===== config.mk =====
export PLATFORM = sky130hd
export DESIGN_NAME = fdc_top
export DESIGN_NICKNAME = d
export VERILOG_FILES = /design/src/hw/fdc_drive_pkg.sv /design/src/hw/fdc_reg_pkg.sv /design/src/hw/fdc_bus_if.sv /design/src/hw/fdc_io_if.sv /design/src/hw/fdc_axil_slave.sv /design/src/hw/fdc_cmd_engine.sv /design/src/hw/fdc_drive_model.sv /design/src/hw/fdc_io_port.sv /design/src/hw/fdc_top.sv
export SDC_FILE = /design/constraint.sdc
export NUM_CORES = 1
export LEC_CHECK = 0
export BUFFER_PORTS_ARGS = -buffer_cell sky130_fd_sc_hd__buf_2
export CORE_UTILIZATION = 35
export DETAILED_ROUTE_END_ITERATION = 8
export SLEW_MARGIN = 25
export SYNTH_ARGS = -nofsm -noshare
export SYNTH_HDL_FRONTEND = slang
export SYNTH_SLANG_ARGS = --single-unit

===== constraint.sdc =====
create_clock -name clk -period 15.55 [get_ports clk]
set_clock_uncertainty 0.2 [all_clocks]
set_input_delay 4.665 -clock clk [delete_from_list [all_inputs] [get_ports clk]]
set_output_delay 4.665 -clock clk [all_outputs]
set_load 0.1 [all_outputs]

===== src/hw/fdc_drive_pkg.sv =====
// ======================================================================
// engine states, status select codes and default drive timing
// ======================================================================
package fdc_drive_pkg;

   typedef enum logic [1:0] {
      st_idle     = 2'd0,
      st_irq      = 2'd1,                // last busy cycle, raises irq
      st_int_wait = 2'd2,                // internal delay running
      st_io_wait  = 2'd3                 // waiting for the io controller
   } fdc_state_e;

   typedef enum logic [2:0] {
      sel_cmd    = 3'd0,
      sel_track  = 3'd1,
      sel_sector = 3'd2,
      sel_data   = 3'd3,
      sel_drive  = 3'd4
   } status_sel_e;

   // clk cycles at 8 MHz
   localparam logic [31:0] DEF_RESTORE_DELAY = 32'd2_000_000;  // 250 ms
   localparam logic [31:0] DEF_SEEK_DELAY    = 32'd200_000;    // 25 ms
   localparam logic [31:0] DEF_STEP_DELAY    = 32'd20_000;     // 2.5 ms
   localparam logic [31:0] DEF_MOTOR_RUN     = 32'd16_000_000; // 2 s run-down
   localparam logic [31:0] DEF_MOTOR_SPINUP  = 32'd8_000_000;  // 1 s extra from cold
   localparam logic [31:0] DEF_INDEX_PERIOD  = 32'd1_600_000;  // 300 rpm
   localparam logic [31:0] DEF_INDEX_WIDTH   = 32'd100_000;    // 1/16 rotation

endpackage


===== src/hw/fdc_reg_pkg.sv =====
// ======================================================================
// register map, command opcodes and command class helpers
// ======================================================================
package fdc_reg_pkg;

   localparam int AXI_ADDR_W      = 4;   // byte address, word index in 3:2
   localparam int AXI_DATA_W      = 32;
   localparam int STEP_UPDATE_BIT = 4;   // track update flag of step commands

   // cpu visible registers
   typedef enum logic [1:0] {
      reg_status = 2'd0,                 // status on read, command on write
      reg_track  = 2'd1,
      reg_sector = 2'd2,
      reg_data   = 2'd3
   } reg_addr_e;

   // command bits 7:4, paired codes named by the even one
   typedef enum logic [3:0] {
      op_restore      = 4'h0,
      op_seek         = 4'h1,
      op_step         = 4'h2,
      op_step_in      = 4'h4,
      op_step_out     = 4'h6,
      op_read_sector  = 4'h8,
      op_write_sector = 4'ha,
      op_read_address = 4'hc,
      op_force_int    = 4'hd,
      op_read_track   = 4'he,
      op_write_track  = 4'hf
   } cmd_op_e;

   // fold the odd code of a pair onto its even partner
   function automatic cmd_op_e decode_op(input logic [7:0] cmd);
      logic [3:0] code;
      code = cmd[7:4];
      if (code inside {[4'h2:4'hb]})
         code[0] = 1'b0;
      return cmd_op_e'(code);
   endfunction

   function automatic logic is_type1(input logic [7:0] cmd);
      return !cmd[7];                    // restore .. step-out
   endfunction

   function automatic logic is_type2(input logic [7:0] cmd);
      return cmd[7:6] == 2'b10;          // sector read/write
   endfunction

endpackage


===== src/hw/fdc_bus_if.sv =====
// ======================================================================
// decoded register access from the AXI4-Lite slave to the engine
// ======================================================================
`timescale 1ns/1ns

interface fdc_bus_if;

   logic                   wr_stb;       // one cycle per accepted write
   logic                   rd_stb;       // one cycle, rdata sampled here
   fdc_reg_pkg::reg_addr_e addr;
   logic [7:0]             wdata;
   logic [7:0]             rdata;        // combinational from addr

   modport slave (
      output wr_stb, rd_stb, addr, wdata,
      input  rdata
   );

   modport engine (
      input  wr_stb, rd_stb, addr, wdata,
      output rdata
   );

endinterface


===== src/hw/fdc_io_if.sv =====
// ======================================================================
// register contents and wait state toward the io-controller port
// ======================================================================
`timescale 1ns/1ns

interface fdc_io_if;

   logic [7:0]                cmd;
   logic [7:0]                track;
   logic [7:0]                sector;
   logic [7:0]                data;
   fdc_drive_pkg::fdc_state_e state;
   logic [1:0]                drv_sel;   // reported only
   logic                      drv_side;
   logic                      dma_done;  // one pulse per dma_ack rise

   modport engine (
      output cmd, track, sector, data, state, drv_sel, drv_side,
      input  dma_done
   );

   modport port (
      input  cmd, track, sector, data, state, drv_sel, drv_side,
      output dma_done
   );

endinterface


===== src/hw/fdc_axil_slave.sv =====
// ======================================================================
// AXI4-Lite slave producing single cycle register strobes
// ======================================================================
`timescale 1ns/1ns

module fdc_axil_slave (
   input  logic                                 clk,
   input  logic                                 motor_start,
   input  logic                                 awvalid,
   input  logic [fdc_reg_pkg::AXI_ADDR_W-1:0]   awaddr,
   output logic                                 awready,
   input  logic                                 wvalid,
   input  logic [fdc_reg_pkg::AXI_DATA_W-1:0]   wdata,
   input  logic [fdc_reg_pkg::AXI_DATA_W/8-1:0] wstrb,
   output logic                                 wready,
   output logic                                 bvalid,
   output logic [1:0]                           bresp,
   input  logic                                 bready,
   input  logic                                 arvalid,
   input  logic [fdc_reg_pkg::AXI_ADDR_W-1:0]   araddr,
   output logic                                 arready,
   output logic                                 rvalid,
   output logic [fdc_reg_pkg::AXI_DATA_W-1:0]   rdata,
   output logic [1:0]                           rresp,
   input  logic                                 rready,
   fdc_bus_if.slave                             bus
);

   logic                   bus_free;     // no response outstanding
   logic                   wr_ok;        // write handshake this cycle
   logic                   rd_ok;        // read handshake this cycle
   logic                   wr_pend;
   logic                   rd_pend;
   fdc_reg_pkg::reg_addr_e addr_q;
   logic [7:0]             wdata_q;
   logic [7:0]             rdata_q;

   assign bus_free = !bvalid && !rvalid && !rd_pend;
   assign wr_ok    = awvalid && wvalid && bus_free;
   assign rd_ok    = arvalid && bus_free && !wr_ok;  // write wins a tie

   assign awready = wr_ok;   // aw and w always together
   assign wready  = wr_ok;
   assign arready = rd_ok;
   assign bresp   = 2'b00;   // always OKAY
   assign rresp   = 2'b00;
   assign rdata   = {{(fdc_reg_pkg::AXI_DATA_W-8){1'b0}}, rdata_q};

   assign bus.wr_stb = wr_pend;
   assign bus.rd_stb = rd_pend;
   assign bus.addr   = addr_q;
   assign bus.wdata  = wdata_q;

   // handshake and response state
   always_ff @(posedge clk or posedge motor_start) begin
      if (motor_start) begin
         wr_pend <= 1'b0;
         rd_pend <= 1'b0;
         bvalid  <= 1'b0;
         rvalid  <= 1'b0;
      end else begin
         wr_pend <= wr_ok && wstrb[0];   // byte 0 masked, response only
         rd_pend <= rd_ok;
         if (wr_ok)
            bvalid <= 1'b1;              // same cycle as wr_stb
         else if (bready)
            bvalid <= 1'b0;
         if (rd_pend)
            rvalid <= 1'b1;              // rises with the captured byte
         else if (rready)
            rvalid <= 1'b0;
      end
   end

   // address, write byte and read byte
   always_ff @(posedge clk) begin
      if (wr_ok) begin
         addr_q  <= fdc_reg_pkg::reg_addr_e'(awaddr[3:2]);
         wdata_q <= wdata[7:0];
      end else if (rd_ok) begin
         addr_q  <= fdc_reg_pkg::reg_addr_e'(araddr[3:2]);
      end
      if (rd_pend)
         rdata_q <= bus.rdata;
   end

endmodule


===== src/hw/fdc_cmd_engine.sv =====
// ======================================================================
// controller registers, command decode, busy FSM and irq
// ======================================================================
`timescale 1ns/1ns

module fdc_cmd_engine #(
   parameter logic [31:0] RESTORE_DELAY = fdc_drive_pkg::DEF_RESTORE_DELAY,
   parameter logic [31:0] SEEK_DELAY    = fdc_drive_pkg::DEF_SEEK_DELAY,
   parameter logic [31:0] STEP_DELAY    = fdc_drive_pkg::DEF_STEP_DELAY
) (
   input  logic       clk,
   input  logic       motor_start,
   input  logic       wr_prot,
   input  logic [1:0] drv_sel,
   input  logic       drv_side,
   input  logic       motor_on,
   input  logic       spun_up,
   input  logic       index_pulse,
   output logic       motor_kick,   // retrigger the motor counter
   output logic       irq,
   fdc_bus_if.engine  bus,
   fdc_io_if.engine   io
);

   fdc_drive_pkg::fdc_state_e state;
   fdc_reg_pkg::cmd_op_e      op;       // opcode of the byte being written
   logic [7:0]                cmd;      // write only from the cpu side
   logic [7:0]                track;
   logic [7:0]                sector;
   logic [7:0]                data;
   logic                      step_dir; // 1 = toward higher tracks
   logic [31:0]               delay;
   logic                      busy;
   logic                      type1;
   logic                      cmd_wr;
   logic                      upd;
   logic [7:0]                status;

   assign busy   = state != fdc_drive_pkg::st_idle;
   assign type1  = fdc_reg_pkg::is_type1(cmd);
   assign cmd_wr = bus.wr_stb && bus.addr == fdc_reg_pkg::reg_status;
   assign op     = fdc_reg_pkg::decode_op(bus.wdata);
   assign upd    = bus.wdata[fdc_reg_pkg::STEP_UPDATE_BIT];

   // crc / record-not-found bits stay zero
   assign status = {motor_on, wr_prot, type1 && spun_up, 2'b00,
                    type1 && (track == 8'd0), type1 ? index_pulse : busy, busy};

   always_comb begin
      case (bus.addr)
         fdc_reg_pkg::reg_status: bus.rdata = status;
         fdc_reg_pkg::reg_track:  bus.rdata = track;
         fdc_reg_pkg::reg_sector: bus.rdata = sector;
         default:                 bus.rdata = data;
      endcase
   end

   assign io.cmd      = cmd;
   assign io.track    = track;
   assign io.sector   = sector;
   assign io.data     = data;
   assign io.state    = state;
   assign io.drv_sel  = drv_sel;
   assign io.drv_side = drv_side;

   always_ff @(posedge clk or posedge motor_start) begin
      if (motor_start) begin
         cmd        <= 8'h00;
         track      <= 8'h00;
         sector     <= 8'h00;
         data       <= 8'h00;
         step_dir   <= 1'b0;
         delay      <= 32'd0;
         state      <= fdc_drive_pkg::st_idle;
         irq        <= 1'b0;
         motor_kick <= 1'b0;
      end else begin
         motor_kick <= 1'b0;

         case (state)
            fdc_drive_pkg::st_int_wait: begin
               if (delay != 32'd0)
                  delay <= delay - 32'd1;
               else
                  state <= fdc_drive_pkg::st_irq;
            end
            fdc_drive_pkg::st_io_wait:
               if (io.dma_done)
                  state <= fdc_drive_pkg::st_irq;   // transfer done
            fdc_drive_pkg::st_irq: begin
               irq   <= 1'b1;
               state <= fdc_drive_pkg::st_idle;
            end
            default: ;                              // idle holds
         endcase

         if (bus.rd_stb && bus.addr == fdc_reg_pkg::reg_status)
            irq <= 1'b0;                            // status read acks irq

         if (bus.wr_stb) begin
            case (bus.addr)
               fdc_reg_pkg::reg_track:  track  <= bus.wdata;
               fdc_reg_pkg::reg_sector: sector <= bus.wdata;
               fdc_reg_pkg::reg_data:   data   <= bus.wdata;
               default: ;                           // command below
            endcase
         end

         if (cmd_wr) begin
            cmd        <= bus.wdata;
            irq        <= 1'b0;
            state      <= fdc_drive_pkg::st_int_wait;
            delay      <= 32'd0;
            // type I and II spin the motor
            motor_kick <= fdc_reg_pkg::is_type1(bus.wdata) ||
                          fdc_reg_pkg::is_type2(bus.wdata);
            case (op)
               fdc_reg_pkg::op_restore: begin
                  track <= 8'd0;
                  delay <= RESTORE_DELAY;
               end
               fdc_reg_pkg::op_seek: begin
                  track <= data;                    // target track in data reg
                  delay <= SEEK_DELAY;
               end
               fdc_reg_pkg::op_step: begin
                  delay <= STEP_DELAY;
                  if (upd)
                     track <= step_dir ? track + 8'd1 : track - 8'd1;
               end
               fdc_reg_pkg::op_step_in: begin
                  delay    <= STEP_DELAY;
                  step_dir <= 1'b1;
                  if (upd)
                     track <= track + 8'd1;
               end
               fdc_reg_pkg::op_step_out: begin
                  delay    <= STEP_DELAY;
                  step_dir <= 1'b0;
                  if (upd)
                     track <= track - 8'd1;
               end
               fdc_reg_pkg::op_read_sector,
               fdc_reg_pkg::op_read_address,
               fdc_reg_pkg::op_read_track:
                  state <= fdc_drive_pkg::st_io_wait;
               fdc_reg_pkg::op_write_sector,
               fdc_reg_pkg::op_write_track:
                  if (!wr_prot)                     // protected: int_wait, delay 0
                     state <= fdc_drive_pkg::st_io_wait;
               default:                             // force interrupt
                  state <= (bus.wdata[3:0] == 4'h0) ? fdc_drive_pkg::st_idle
                                                    : fdc_drive_pkg::st_irq;
            endcase
         end
      end
   end

endmodule


===== src/hw/fdc_drive_model.sv =====
// ======================================================================
// spindle motor run-down, spin-up flag and index pulse
// ======================================================================
`timescale 1ns/1ns

module fdc_drive_model #(
   parameter logic [31:0] MOTOR_RUN    = fdc_drive_pkg::DEF_MOTOR_RUN,
   parameter logic [31:0] MOTOR_SPINUP = fdc_drive_pkg::DEF_MOTOR_SPINUP,
   parameter logic [31:0] INDEX_PERIOD = fdc_drive_pkg::DEF_INDEX_PERIOD,
   parameter logic [31:0] INDEX_WIDTH  = fdc_drive_pkg::DEF_INDEX_WIDTH
) (
   input  logic clk,
   input  logic motor_start,
   input  logic motor_kick,
   output logic motor_on,
   output logic spun_up,
   output logic index_pulse
);

   logic [31:0] motor_cnt;   // cycles until the motor stops
   logic [31:0] rot_cnt;     // position within one rotation

   assign motor_on    = motor_cnt != 32'd0;
   assign spun_up     = motor_on && (motor_cnt <= MOTOR_RUN);  // above = spinning up
   assign index_pulse = motor_on && (rot_cnt < INDEX_WIDTH);

   always_ff @(posedge clk or posedge motor_start) begin
      if (motor_start) begin
         motor_cnt <= 32'd0;
         rot_cnt   <= 32'd0;
      end else begin
         if (motor_kick)
            motor_cnt <= motor_on ? MOTOR_RUN : MOTOR_RUN + MOTOR_SPINUP;
         else if (motor_on)
            motor_cnt <= motor_cnt - 32'd1;

         // rotation restarts at the index hole
         if (!motor_on || rot_cnt == INDEX_PERIOD)
            rot_cnt <= 32'd0;
         else
            rot_cnt <= rot_cnt + 32'd1;
      end
   end

endmodule


===== src/hw/fdc_io_port.sv =====
// ======================================================================
// io-controller status snapshot and dma_ack completion event
// ======================================================================
`timescale 1ns/1ns

module fdc_io_port (
   input  logic       clk,
   input  logic       motor_start,
   input  logic       dma_ack,
   input  logic [2:0] status_sel,
   output logic [7:0] status_byte,
   fdc_io_if.port     io
);

   logic dma_ack_q;   // previous ack, for the edge

   always_ff @(posedge clk or posedge motor_start) begin
      if (motor_start) begin
         dma_ack_q   <= 1'b0;
         io.dma_done <= 1'b0;
      end else begin
         dma_ack_q   <= dma_ack;
         io.dma_done <= dma_ack && !dma_ack_q;   // held ack counts once
      end
   end

   always_comb begin
      case (fdc_drive_pkg::status_sel_e'(status_sel))
         fdc_drive_pkg::sel_cmd:    status_byte = io.cmd;
         fdc_drive_pkg::sel_track:  status_byte = io.track;
         fdc_drive_pkg::sel_sector: status_byte = io.sector;
         fdc_drive_pkg::sel_data:   status_byte = io.data;
         fdc_drive_pkg::sel_drive:
            status_byte = {4'b0000, io.drv_sel, io.drv_side,
                           io.state == fdc_drive_pkg::st_io_wait};
         default:                   status_byte = 8'h00;
      endcase
   end

endmodule


===== src/hw/fdc_top.sv =====
// ======================================================================
// controller top level, AXI4-Lite side, engine, drive model, io port
// ======================================================================
`timescale 1ns/1ns

module fdc_top #(
   parameter logic [31:0] RESTORE_DELAY = fdc_drive_pkg::DEF_RESTORE_DELAY,
   parameter logic [31:0] SEEK_DELAY    = fdc_drive_pkg::DEF_SEEK_DELAY,
   parameter logic [31:0] STEP_DELAY    = fdc_drive_pkg::DEF_STEP_DELAY,
   parameter logic [31:0] MOTOR_RUN     = fdc_drive_pkg::DEF_MOTOR_RUN,
   parameter logic [31:0] MOTOR_SPINUP  = fdc_drive_pkg::DEF_MOTOR_SPINUP,
   parameter logic [31:0] INDEX_PERIOD  = fdc_drive_pkg::DEF_INDEX_PERIOD,
   parameter logic [31:0] INDEX_WIDTH   = fdc_drive_pkg::DEF_INDEX_WIDTH
) (
   input  logic                                 clk,
   input  logic                                 motor_start,
   input  logic                                 awvalid,
   input  logic [fdc_reg_pkg::AXI_ADDR_W-1:0]   awaddr,
   output logic                                 awready,
   input  logic                                 wvalid,
   input  logic [fdc_reg_pkg::AXI_DATA_W-1:0]   wdata,
   input  logic [fdc_reg_pkg::AXI_DATA_W/8-1:0] wstrb,
   output logic                                 wready,
   output logic                                 bvalid,
   output logic [1:0]                           bresp,
   input  logic                                 bready,
   input  logic                                 arvalid,
   input  logic [fdc_reg_pkg::AXI_ADDR_W-1:0]   araddr,
   output logic                                 arready,
   output logic                                 rvalid,
   output logic [fdc_reg_pkg::AXI_DATA_W-1:0]   rdata,
   output logic [1:0]                           rresp,
   input  logic                                 rready,
   input  logic [1:0]                           drv_sel,
   input  logic                                 drv_side,
   input  logic                                 wr_prot,
   input  logic                                 dma_ack,
   input  logic [2:0]                           status_sel,
   output logic [7:0]                           status_byte,
   output logic                                 irq
);

   logic motor_kick;
   logic motor_on;
   logic spun_up;
   logic index_pulse;

   fdc_bus_if bus_if_i ();
   fdc_io_if  io_if_i ();

   fdc_axil_slave axil_i (
      .clk, .motor_start,
      .awvalid, .awaddr, .awready, .wvalid, .wdata, .wstrb, .wready,
      .bvalid, .bresp, .bready,
      .arvalid, .araddr, .arready, .rvalid, .rdata, .rresp, .rready,
      .bus (bus_if_i.slave)
   );

   fdc_cmd_engine #(
      .RESTORE_DELAY (RESTORE_DELAY),
      .SEEK_DELAY    (SEEK_DELAY),
      .STEP_DELAY    (STEP_DELAY)
   ) engine_i (
      .clk, .motor_start, .wr_prot, .drv_sel, .drv_side,
      .motor_on, .spun_up, .index_pulse, .motor_kick, .irq,
      .bus (bus_if_i.engine),
      .io  (io_if_i.engine)
   );

   fdc_drive_model #(
      .MOTOR_RUN    (MOTOR_RUN),
      .MOTOR_SPINUP (MOTOR_SPINUP),
      .INDEX_PERIOD (INDEX_PERIOD),
      .INDEX_WIDTH  (INDEX_WIDTH)
   ) drive_i (
      .clk, .motor_start, .motor_kick, .motor_on, .spun_up, .index_pulse
   );

   fdc_io_port io_port_i (
      .clk, .motor_start, .dma_ack, .status_sel, .status_byte,
      .io (io_if_i.port)
   );

endmodule


# Yosys cells after proc, flatten, opt, wreduce, memory -nomap -nowiden
# Index checks and enable logic that the tools add are counted.
[classes]
addsub = 5
multipliers = 0
n_div = 0
n_lt_le_gt_ge = 4
eq_ne = 23
n_shift = 0
mux = 38
bitwise = 0
n_reduce_logical = 51
[op_table]
columns = ["operator", "count"]
rows = [
  ["32-bit 2-to-1 mux", 6],
  ["8-bit one-hot mux with 5 select lines", 2],
  ["32-bit nonzero test", 2],
  ["32-bit by 1-bit subtractor with 32-bit output (second input constant)", 2],
  ["21-bit one-hot mux with 3 select lines", 1],
  ["8-bit 2-to-1 mux", 7],
  ["32-bit by 1-bit adder with 32-bit output (second input constant)", 1],
  ["32-bit by 21-bit equality test with 1-bit output (second input constant)", 1],
  ["32-bit by 24-bit <= comparator with 1-bit output (second input constant)", 1],
  ["32-bit by 17-bit < comparator with 1-bit output (second input constant)", 1],
  ["25-bit 2-to-1 mux", 1],
  ["8-bit one-hot mux with 3 select lines", 1],
  ["4-bit equality test (second input constant)", 5],
  ["2-bit nonzero test", 8],
  ["1-bit logical AND", 15],
  ["1-bit 2-to-1 mux", 12],
  ["2-bit one-hot mux with 3 select lines", 2],
  ["2-bit equality test (second input constant)", 5],
  ["2-bit 2-to-1 mux", 5],
  ["8-bit by 1-bit adder with 8-bit output (second input constant)", 1],
  ["4-bit by 3-bit equality test with 1-bit output (second input constant)", 2],
  ["1-bit zero test", 8],
  ["4-bit zero test", 2],
  ["8-bit zero test", 1],
  ["22 further kinds", 29],
]
[word_totals]
regBits = 157
latch_bits = 0
mem_bits_rw = 0
rom_bits = 0
input_bits = 59
out_inout_bits = 50
elab_cells = 141
mem_count = 0

# Longest topological paths before layout
# Gate-level depths: netlist of run 1.
[depth]
depth_word = 8
mapped_depth = 8

# By module
# Synthesis of run 1 repeated with hierarchy kept, for this count alone.
[unflattened]
cells_unflattened = 938
area_unflattened_um2 = 9100.0
[modules_own_cells]
columns = ["module", "n_inst", "cells_each", "area_per_inst_um2"]
rows = [
  ["fdc_cmd_engine", 1, 454, 4214.0],
  ["fdc_drive_model", 1, 378, 3532.1],
  ["fdc_axil_slave", 1, 66, 952.2],
  ["fdc_io_port", 1, 40, 401.6],
]

# Worst setup path after synthesis of run 1
# OpenSTA, ideal clock, no wires.
[synth_path]
kind = "input port to output port"
from = "in status_sel[0]"
to = "out status_byte[2]"
arrival_ps = 7335
required_time_ps = 10685
setup_slack_ps = 3350
path_stages = 4
path_buffers = 1
path_cell_list = "clkbuf_1 mux4_2 inv_1 o21ai_0"
[synth_via]
elab_chain_cells = 2
elab_cells_between_ends = 6
classes_between = "eq/ne: 4; mux: 1; reduce/logical: 1"
[synth_rtl]
columns = ["element", "line_no", "rtl"]
rows = [
  ["start, declared", "fdc_top.sv:38", "input logic [2:0] status_sel,"],
  ["3-bit equality test (tied with other cells)", "fdc_io_port.sv:28", "case (fdc_drive_pkg::status_sel_e'(status_sel))"],
  ["8-bit one-hot mux with 5 select lines (*)", "fdc_io_port.sv:28", ""],
  ["end, declared", "fdc_top.sv:39", "output logic [7:0] status_byte,"],
]
# Mark *: on every way between the ends. The rest lies on a longest branch, timed or not.

# Final worst setup path of run 1
[layout_path]
from = "in status_sel[1]"
to = "out status_byte[5]"
# Same word-level chain as after synthesis.

==> results of run 1 <==
[sequential cells by signal (all words and copies together) (netlist names)]
| name | cells |
|---|---|
| engine_i.step_dir | 1 |
| engine_i.io.state | 2 |
| axil_i.bus.wdata | 8 |
| axil_i.bvalid | 1 |
| axil_i.bus.rd_stb | 1 |
| engine_i.io.sector | 8 |
| engine_i.io.track | 8 |
| drive_i.motor_cnt | 32 |
| engine_i.irq | 1 |
| engine_i.io.data | 8 |
| engine_i.motor_kick | 1 |
| engine_i.io.cmd | 8 |
| io_port_i.io.dma_done | 1 |
| axil_i.rdata_q | 8 |
| axil_i.rvalid | 1 |
| io_port_i.dma_ack_q | 1 |
| engine_i.delay | 32 |
| axil_i.bus.addr | 2 |
| drive_i.rot_cnt | 32 |
| axil_i.bus.wr_stb | 1 |
[cells in the final DEF, fill, tap and decap left out, types with 18 or more instances in the layout]
master    synthesis  routed
nand3_1          32      32
nor2_1           85      85
nor4_1           33      33
xor2_1           18      18
a21oi_1          40      40
or3_1            34      34
inv_1            33      32
buf_2             1      49
conb_1            1      28
dfrtp_1         139     139
mux2_2           21      21
o21ai_0          38      38
xnor2_1          23      23
edfxtp_1         18      18
nor3_1           29      28
nand2_1          82      82
[stage by stage]
step	total power, mW	util, %	std cells	hold WS [ps]	area [µm²]
final	1.68	39.7	1320	205	9930
after global routing	1.79	39.7	1320	224	9930
after CTS	1.69	39.7	1320	208	9930
after detailed placement	1.28	37.5	1288	189	9380
after global placement	1.27	37.5	1288	185	9380
after floorplan	1.15	-	972	178	9010
[final cells by class]
cell class,count,area (µm²)
repair buffers,60,328
flip-flops and latches,157,4020
inverters,34,133
multi-input cells,707,4490
clock buffers,17,425
clock inverters,15,124
fillers,2506,15100
well taps,330,413
[how the worst min path moves through the flow]
| stage | from | depth (start not counted) | end | slack (ps) |
|---|---|---|---|---|
| after floorplan | io_port_i.dma_ack_q | 1 | io_port_i.io.dma_done | 180 |
| after global placement | io_port_i.dma_ack_q | 1 | io_port_i.io.dma_done | 190 |
| after detailed placement | io_port_i.dma_ack_q | 1 | io_port_i.io.dma_done | 190 |
| after CTS | io_port_i.dma_ack_q | 1 | io_port_i.io.dma_done | 210 |
| after global routing | io_port_i.dma_ack_q | 1 | io_port_i.io.dma_done | 220 |
| final | io_port_i.dma_ack_q | 1 | io_port_i.io.dma_done | 200 |
[power breakdown]
group          leakage (nW)  switching (mW)  total [mW]  internal [mW]
clock network         0.274           0.189       0.399          0.210
logic                  1.95           0.377       0.591          0.214
registers              1.99           0.149       0.687          0.538
total                  4.21           0.715        1.68          0.962
[cells by family after synthesis]
kind of cell             count (synthesis)  synth area share [%]
adder cells (fa/ha/maj)                  8                  1.12
AND/OR/NAND/NOR                        392                  23.0
other                                    1                0.0421
flip-flops                             157                  45.1
multiplexers                            38                  5.69
XOR/XNOR                                41                  4.03
buffers and inverters                  108                  5.87
AO/OA/AOI/OAI                          200                  15.1
[routing by layer]
layer | wire, µm | global-route usage, % | part of all wire, %
met5 | 0 | 0 | 0
met4 | 332 | 5.57 | 1.5
met1 | 10600 | 24.7 | 48
met2 | 10200 | 28.4 | 47
met3 | 780 | 2.49 | 3.6
[critical path: cells and delay by family]
kind / cells / cell delay (ps)
AND/OR/NAND/NOR: 1 / 180
buffers and inverters: 2 / 600
multiplexers: 1 / 530
==> impl_metrics.yaml, run 1 <==
critical_path:
  reg2reg_depth: 5
  cp_slowest_stage_delay_ps: 530
  endpoint: "status_byte[5]"
  rrSetupSlack_ps: 12210
  crit_top_cell: "buf_2"
  worstSetupStartpoint: "status_sel[1]"
  required_ps: 10690
  critPathCaptureType: "output port"
  crit_chain: "buf_2 > mux4_2 > nor2b_1 > buf_2"
  path_class: "primary input to output port"
  reg2reg_to: "axil_i.rdata_q[7]"
  crit_path_start_kind: "primary input"
  cp_max_fo: 12
  cp_data_arrival_time_ps: 5990
  crit-reg2reg-launch: "drive_i.motor_cnt[28]"
  slowest_stage: "mux4_2"
place:
  gp_congestion: 0.850
  portBuffers: 49
  place_ws_ps: 4670
  dp_hpwl_um: 15000
run_status:
  status: "complete, no violations"
clock_network:
  cts-resized-gates: 0
  cts_hold_buffers: 0
  clock_sinks: 157
  cts_inserted_buffers: 17
  cts_tree: "done"
  clkSlewWorstSetupHoldPaths_ps: 70
  clock_path_buffers: 2
  postCtsSetupBuffers: 0
  cts_root_buf: "clkbuf_16"
  clock_latency_ps: 430
  htree_num_levels: 4
timing:
  hold_viol_final: 0
  finalCriticalPeriod_ps: 10860
  rsz0062_at_grt: "false"
  tightest_slew_ps: 1030
  slew_viol_final: 0
  max_slew_margin_pct: 30.7
  worst_slack_ps: 4690
  post-route-period-util_pct: 69.8
  setup_violations: 0
  fmax_ghz: 0.0921
  tns_ps: 0
global_route:
  grt_pass1_wl_um: 36800
  grt_max_degree: 77
  grt_pass1_vias: 6990
  grt_usage_pct: 17.7
  antenna_found_initial: 0
  grt_remaining_overflow: 0
synthesis:
  synth_edf_count: 18
  synth_common_cells: "139 x dfrtp_1, 85 x nor2_1, 82 x nand2_1"
  yosysTopAreaCellShare_pct: 39.1
  synthDistinctLibCells: 69
  synthTopCellsByArea: "dfrtp_1 39%, edfxtp_1 6.1%, nor2_1 3.6%"
  synth_ff_type: "dfrtp_1"
  synth_top_area_cell: "dfrtp_1"
  synthArstFlopShare_pct: 88.5
  syn_area_um2: 8910
  yosysSeqAreaShare_pct: 45.1
  synth.most_common_cell: "dfrtp_1"
  ys.warnings.count: 0
  syn_area_per_cell_um2: 9.43
  synthCells: 945
  ys_ff_latch: 157
route:
  drc: 0
  first_pass_iters: 5
  post_drt_wl_per_cell_um: 16.6
  via_per_inst: 5.51
  final_antenna_net_count: 0
  drtIter0Drc: 495
  vias: 7274
  wl_um: 21900
floorplan:
  start_util_pct: 35.6
  core_area_um2: 25000
  io_pins: 109
  dieArea_um2: 26100
  die_h_um: 162
  rows: 58
  die_w_um: 162
final_layout:
  area_growth_pct: 11.4
  layout-drive-gt1-share_pct: 14.4
  nets: 1044
  n_antenna_cell: 0
pwr:
  ir_drop_v: 0.000103
  leakage_nw: 4.21
  power.density_nw_per_um2: 169
hold_path:
  min_path_type: "flip-flop to flip-flop"
job:
  cap_violations: 0
No activity file was read; power rests on OpenSTA's default activity.
==> inputs of run 2 (changes only) <==
--- a/config.mk
+++ b/config.mk
@@ -5,6 +5,7 @@
 export SDC_FILE = /design/constraint.sdc
 export NUM_CORES = 1
 export LEC_CHECK = 0
+export ABC_AREA = 1
 export BUFFER_PORTS_ARGS = -buffer_cell sky130_fd_sc_hd__buf_2
 export CORE_UTILIZATION = 35
 export DETAILED_ROUTE_END_ITERATION = 8
==> constraint.sdc (replaced) <==
create_clock -name clk -period 11.3 [get_ports clk]
set_clock_uncertainty 0.2 [all_clocks]
set_input_delay 3.39 -clock clk [delete_from_list [all_inputs] [get_ports clk]]
set_output_delay 3.39 -clock clk [all_outputs]
set_load 0.1 [all_outputs]
==> impl_metrics.yaml, run 2 <==
run_status:
  status: "complete, no violations"
pwr:
  power.density_nw_per_um2: 251
  p_comb_share_pct: 42.2
  netSwitchingFraction_pct: 48.3
  p_int_mw: 1.39
  p_switching_mw: 1.29
  leakage_nw: 5.06
  p_seq_share_pct: 36.5
  ir_drop_v: 0.000120
  power_frac_clock_pct: 21.2
place:
  place_inst: 1710
  dp_hpwl_um: 18800
  portBuffers: 49
  gp_congestion: 0.914
  dpl_cell_area_um2: 10100
final_layout:
  area_growth_pct: 10.3
  seq_area_um2: 4020
  layout-drive-gt1-share_pct: 8.78
  multiInputGateArea_um2: 4890
  nets: 1455
  final_util_pct: 39.5
  stdcell_count: 1743
  reg_top3: "drive_i.motor_cnt (32), drive_i.rot_cnt (32), engine_i.delay (32)"
  final_cell_mix: "404 x nand2_1, 209 x nor2_1, 139 x dfrtp_1"
  final_area_um2: 10700
  fillerInstances: 2834
  final_common_cell: "nand2_1"
critical_path:
  critPathCaptureType: "output port"
  crit_path_start_kind: "primary input"
  required_ps: 7710
  worstSetupStartpoint: "status_sel[1]"
  rrSetupSlack_ps: 8010
  cp_data_arrival_time_ps: 5040
  crit-reg2reg-launch: "axil_i.bus.addr[0]"
  path_class: "primary input to output port"
  cp_max_fo: 8
route:
  drtIter0Drc: 645
  final_antenna_net_count: 0
  post_drt_wl_per_cell_um: 14.7
  via_per_inst: 4.93
  wl_um: 25500
  vias: 8598
  first_pass_iters: 5
  drc: 0
clock_network:
  htree_num_levels: 4
  cts-resized-gates: 0
  cts_inserted_buffers: 17
  cts_root_buf: "clkbuf_16"
  clkSlewWorstSetupHoldPaths_ps: 60
  cts_hold_buffers: 0
  postCtsSetupBuffers: 0
  cts_tree: "done"
  clock_path_buffers: 2
  clock_latency_ps: 440
  clock_sinks: 157
floorplan:
  die_h_um: 168
  die_w_um: 168
  core_area_um2: 27000
  rows: 60
  io_pins: 109
  start_util_pct: 35.8
  dieArea_um2: 28300
job:
  cap_violations: 0
timing:
  post-route-period-util_pct: 76.4
  whs_ps: 200
  tightest_slew_ps: 915
  hold_viol_final: 0
  rsz0062_at_grt: "false"
  tns_ps: 0
  fmax_ghz: 0.116
  finalCriticalPeriod_ps: 8630
  max_slew_margin_pct: 38.5
  setup_violations: 0
  slew_viol_final: 0
synthesis:
  synth_top_area_cell: "dfrtp_1"
  yosysTopAreaCellShare_pct: 35.9
  ys_ff_latch: 157
  syn_area_um2: 9680
  yosysSeqAreaShare_pct: 41.5
  synthTopCellsByArea: "dfrtp_1 36%, nand2_1 16%, nor2_1 8.1%"
  synth.most_common_cell: "nand2_1"
  ys.warnings.count: 0
  synth_edf_count: 18
  synthDistinctLibCells: 46
  synth_ff_type: "dfrtp_1"
  synth_common_cells: "404 x nand2_1, 209 x nor2_1, 139 x dfrtp_1"
  syn_area_per_cell_um2: 7.20
  synthCells: 1345
  synthArstFlopShare_pct: 88.5
global_route:
  antenna_found_initial: 1
  grt_usage_pct: 18.7
  grt_pass1_vias: 8103
  grt_remaining_overflow: 0
  grt_pass1_wl_um: 42100
  grt_max_degree: 83
hold_path:
  min_path_type: "flip-flop to flip-flop"
  hp-start: "io_port_i.dma_ack_q"
## run 2: cells by family after synthesis
group           Yosys count  share of synthesized area (%)
other cells               1                         0.0387
simple gates            803                           35.2
xor+xnor                 63                           5.70
fa+ha+maj                 8                           1.03
flops                   157                           41.5
compound gates          127                           7.51
buf+inv                 186                           9.02
## run 2: power groups by stage
stage / registers [mW] / logic [mW] / clock network (mW)
6_report: 0.979 / 1.13 / 0.569
4_1_cts: 0.976 / 1.13 / 0.580
3_3_place_gp: 0.981 / 1.11 / 0
2_1_floorplan: 1.01 / 0.842 / 0
3_5_place_dp: 0.984 / 1.12 / 0
5_1_grt: 1.00 / 1.27 / 0.606
## run 2: layout make-up
cell class | count | area share, %
clock buffers | 17 | 3.99
diodes | 1 | 0.0234
repair buffers | 52 | 2.51
multi-input cells | 1029 | 45.8
inverters | 131 | 4.69
well taps | 341 | 4.00
clock inverters | 15 | 1.36
flip-flops and latches | 157 | 37.7
## run 2: critical path, cell delays in order
cell       delay [ps]
buf_2             130
nor3_1            750
nand2_1           130
o2111ai_1         160
buf_2             480
## run 2: worst paths after layout
kind | endpoint | cells after the start
min | io_port_i.io.dma_done | 1
max reg2reg | engine_i.delay[4] | 8
min reg2reg | io_port_i.io.dma_done | 1
max | status_byte[7] | 5
max in group asynchronous | drive_i.motor_cnt[22] | 3
min in group asynchronous | io_port_i.dma_ack_q | 2
## run 2: routing by layer
metal	routed length (µm)	vias to the layer above	part of all wire [%]	GRT usage, %
li1	-	4345	-	-
met1	12000	3991	47	25.4
met2	11700	238	46	30.2
met3	1510	24	5.9	3.88
met4	243	0	0.95	4.70
met5	0	-	0	0
## run 2: through the flow
stage | worst slack, ps | power (mW)
CTS | 2710 | 2.69
global placement | 2800 | 2.09
detailed placement | 2710 | 2.11
finish | 2670 | 2.68
global route | 2590 | 2.88
floorplan | 2160 | 1.85
==> inputs of run 3 (changes only) <==
--- a/config.mk
+++ b/config.mk
@@ -5,7 +5,7 @@
 export SDC_FILE = /design/constraint.sdc
 export NUM_CORES = 1
 export LEC_CHECK = 0
-export ABC_AREA = 1
+export ABC_AREA = 0
 export BUFFER_PORTS_ARGS = -buffer_cell sky130_fd_sc_hd__buf_2
 export CORE_UTILIZATION = 35
 export DETAILED_ROUTE_END_ITERATION = 8
==> constraint.sdc (replaced) <==
create_clock -name clk -period 8.4 [get_ports clk]
set_clock_uncertainty 0.2 [all_clocks]
set_input_delay 2.52 -clock clk [delete_from_list [all_inputs] [get_ports clk]]
set_output_delay 2.52 -clock clk [all_outputs]
set_load 0.1 [all_outputs]
==> impl_metrics.yaml, run 3 (synthesized netlist as in run 1, its figures left out) <==
critical_path:
  cp_data_arrival_time_ps: 3860
  critPathCaptureType: "output port"
  path_class: "primary input to output port"
  crit_path_start_kind: "primary input"
  cp_max_fo: 12
  required_ps: 5680
route:
  drc: 0
  wl_um: 22200
  via_per_inst: 5.52
  final_antenna_net_count: 0
  first_pass_iters: 5
  drtIter0Drc: 480
  vias: 7287
  post_drt_wl_per_cell_um: 16.8
clock_network:
  postCtsSetupBuffers: 0
  cts_hold_buffers: 0
  cts_root_buf: "clkbuf_16"
  cts-resized-gates: 0
  htree_num_levels: 4
  clock_sinks: 157
  cts_inserted_buffers: 17
  clock_path_buffers: 2
  clock_latency_ps: 430
  clkSlewWorstSetupHoldPaths_ps: 70
  cts_tree: "done"
timing:
  hold_viol_final: 0
  post-route-period-util_pct: 78.4
  tightest_slew_ps: 980
  setup_violations: 0
  fmax_ghz: 0.152
  slew_viol_final: 0
  rsz0062_at_grt: "false"
  tns_ps: 0
  finalCriticalPeriod_ps: 6580
  worst_slack_ps: 1820
  max_slew_margin_pct: 34.1
final_layout:
  reg_top3: "drive_i.motor_cnt (32), drive_i.rot_cnt (32), engine_i.delay (32)"
  final_cell_mix: "139 x dfrtp_1, 85 x nor2_1, 82 x nand2_1"
  final_common_cell: "dfrtp_1"
  layout-drive-gt1-share_pct: 14.3
  area_growth_pct: 12.1
  n_antenna_cell: 0
  fillerInstances: 2518
  nets: 1043
  final_util_pct: 39.9
pwr:
  leakage_nw: 4.22
  p_total_mw: 3.18
  p_int_mw: 1.86
  netSwitchingFraction_pct: 41.4
  p_comb_share_pct: 34.5
  p_seq_share_pct: 40.0
  power_frac_clock_pct: 25.5
  ir_drop_v: 0.000177
  power.density_nw_per_um2: 319
  p_switching_mw: 1.32
place:
  gp_congestion: 0.840
  dp_hpwl_um: 15100
  place_ws_ps: 1770
  portBuffers: 49
floorplan:
  rows: 58
  start_util_pct: 35.6
  io_pins: 109
  die_h_um: 162
  core_area_um2: 25000
  dieArea_um2: 26100
  die_w_um: 162
global_route:
  antenna_found_initial: 0
  grt_usage_pct: 17.6
  grt_max_degree: 92
  grt_pass1_wl_um: 36500
  grt_pass1_vias: 6936
  grt_remaining_overflow: 0
job:
  cap_violations: 0
run_status:
  status: "complete, no violations"
hold_path:
  min_path_type: "flip-flop to flip-flop"
run 3: cell count changes in the layout (fill, tap and decap cells not counted), sizes merged, moves of 34 or more:
cell,previous run,this run
nand3,78,32
nor2,228,85
inv,138,39
or3,1,35
o21ai,82,39
nand2,409,82
run 3: power by group through the flow:
stage | registers, mW | clock network [mW] | logic [mW]
after floorplan | 1.26 | 0 | 0.863
after global placement | 1.28 | 0 | 1.07
after detailed placement | 1.28 | 0 | 1.09
after CTS | 1.27 | 0.832 | 1.10
after global routing | 1.31 | 0.862 | 1.20
final | 1.27 | 0.813 | 1.10
run 3: cell type report:
type                            count  area [µm²]  share of cell area (%)
Clock inverter                     12         150                    1.50
Inverter                           34         133                    1.33
Timing Repair Buffer               59         320                    3.21
Sequential cell                   157        4020                    40.2
Tap cell                          330         413                    4.13
Clock buffer                       20         468                    4.68
Multi-Input combinational cell    707        4490                    44.9
run 3: path summary, 6_finish.rpt:
| check | from | end | slack, ps | depth (start not counted) |
|---|---|---|---|---|
| hold reg to reg | io_port_i.dma_ack_q | io_port_i.io.dma_done | 210 | 1 |
| min in group asynchronous | motor_start | engine_i.delay[29] | 2050 | 2 |
| hold / removal | io_port_i.dma_ack_q | io_port_i.io.dma_done | 210 | 1 |
| max in group asynchronous | motor_start | drive_i.rot_cnt[23] | 4770 | 3 |
| setup reg to reg | drive_i.motor_cnt[28] | axil_i.rdata_q[7] | 5020 | 5 |
| setup / recovery | status_sel[1] | status_byte[7] | 1820 | 4 |
run 3: routing by layer:
metal	wire length (µm)	track usage, %
met5	0	0
met4	263	5.53
met3	902	2.85
met2	10400	28.5
met1	10600	24.1
run 3: stage by stage:
step	hold slack [ps]	cells	area [µm²]
after floorplan	178	972	9010
after global placement	186	1287	9370
after detailed placement	190	1287	9370
after CTS	201	1319	9990
after global routing	235	1319	9990
final	207	1319	9990
run 3: worst max-delay path, stage by stage:
cell     delay (ps)
buf_2           290
mux4_2          550
nor2b_1         180
buf_2           310
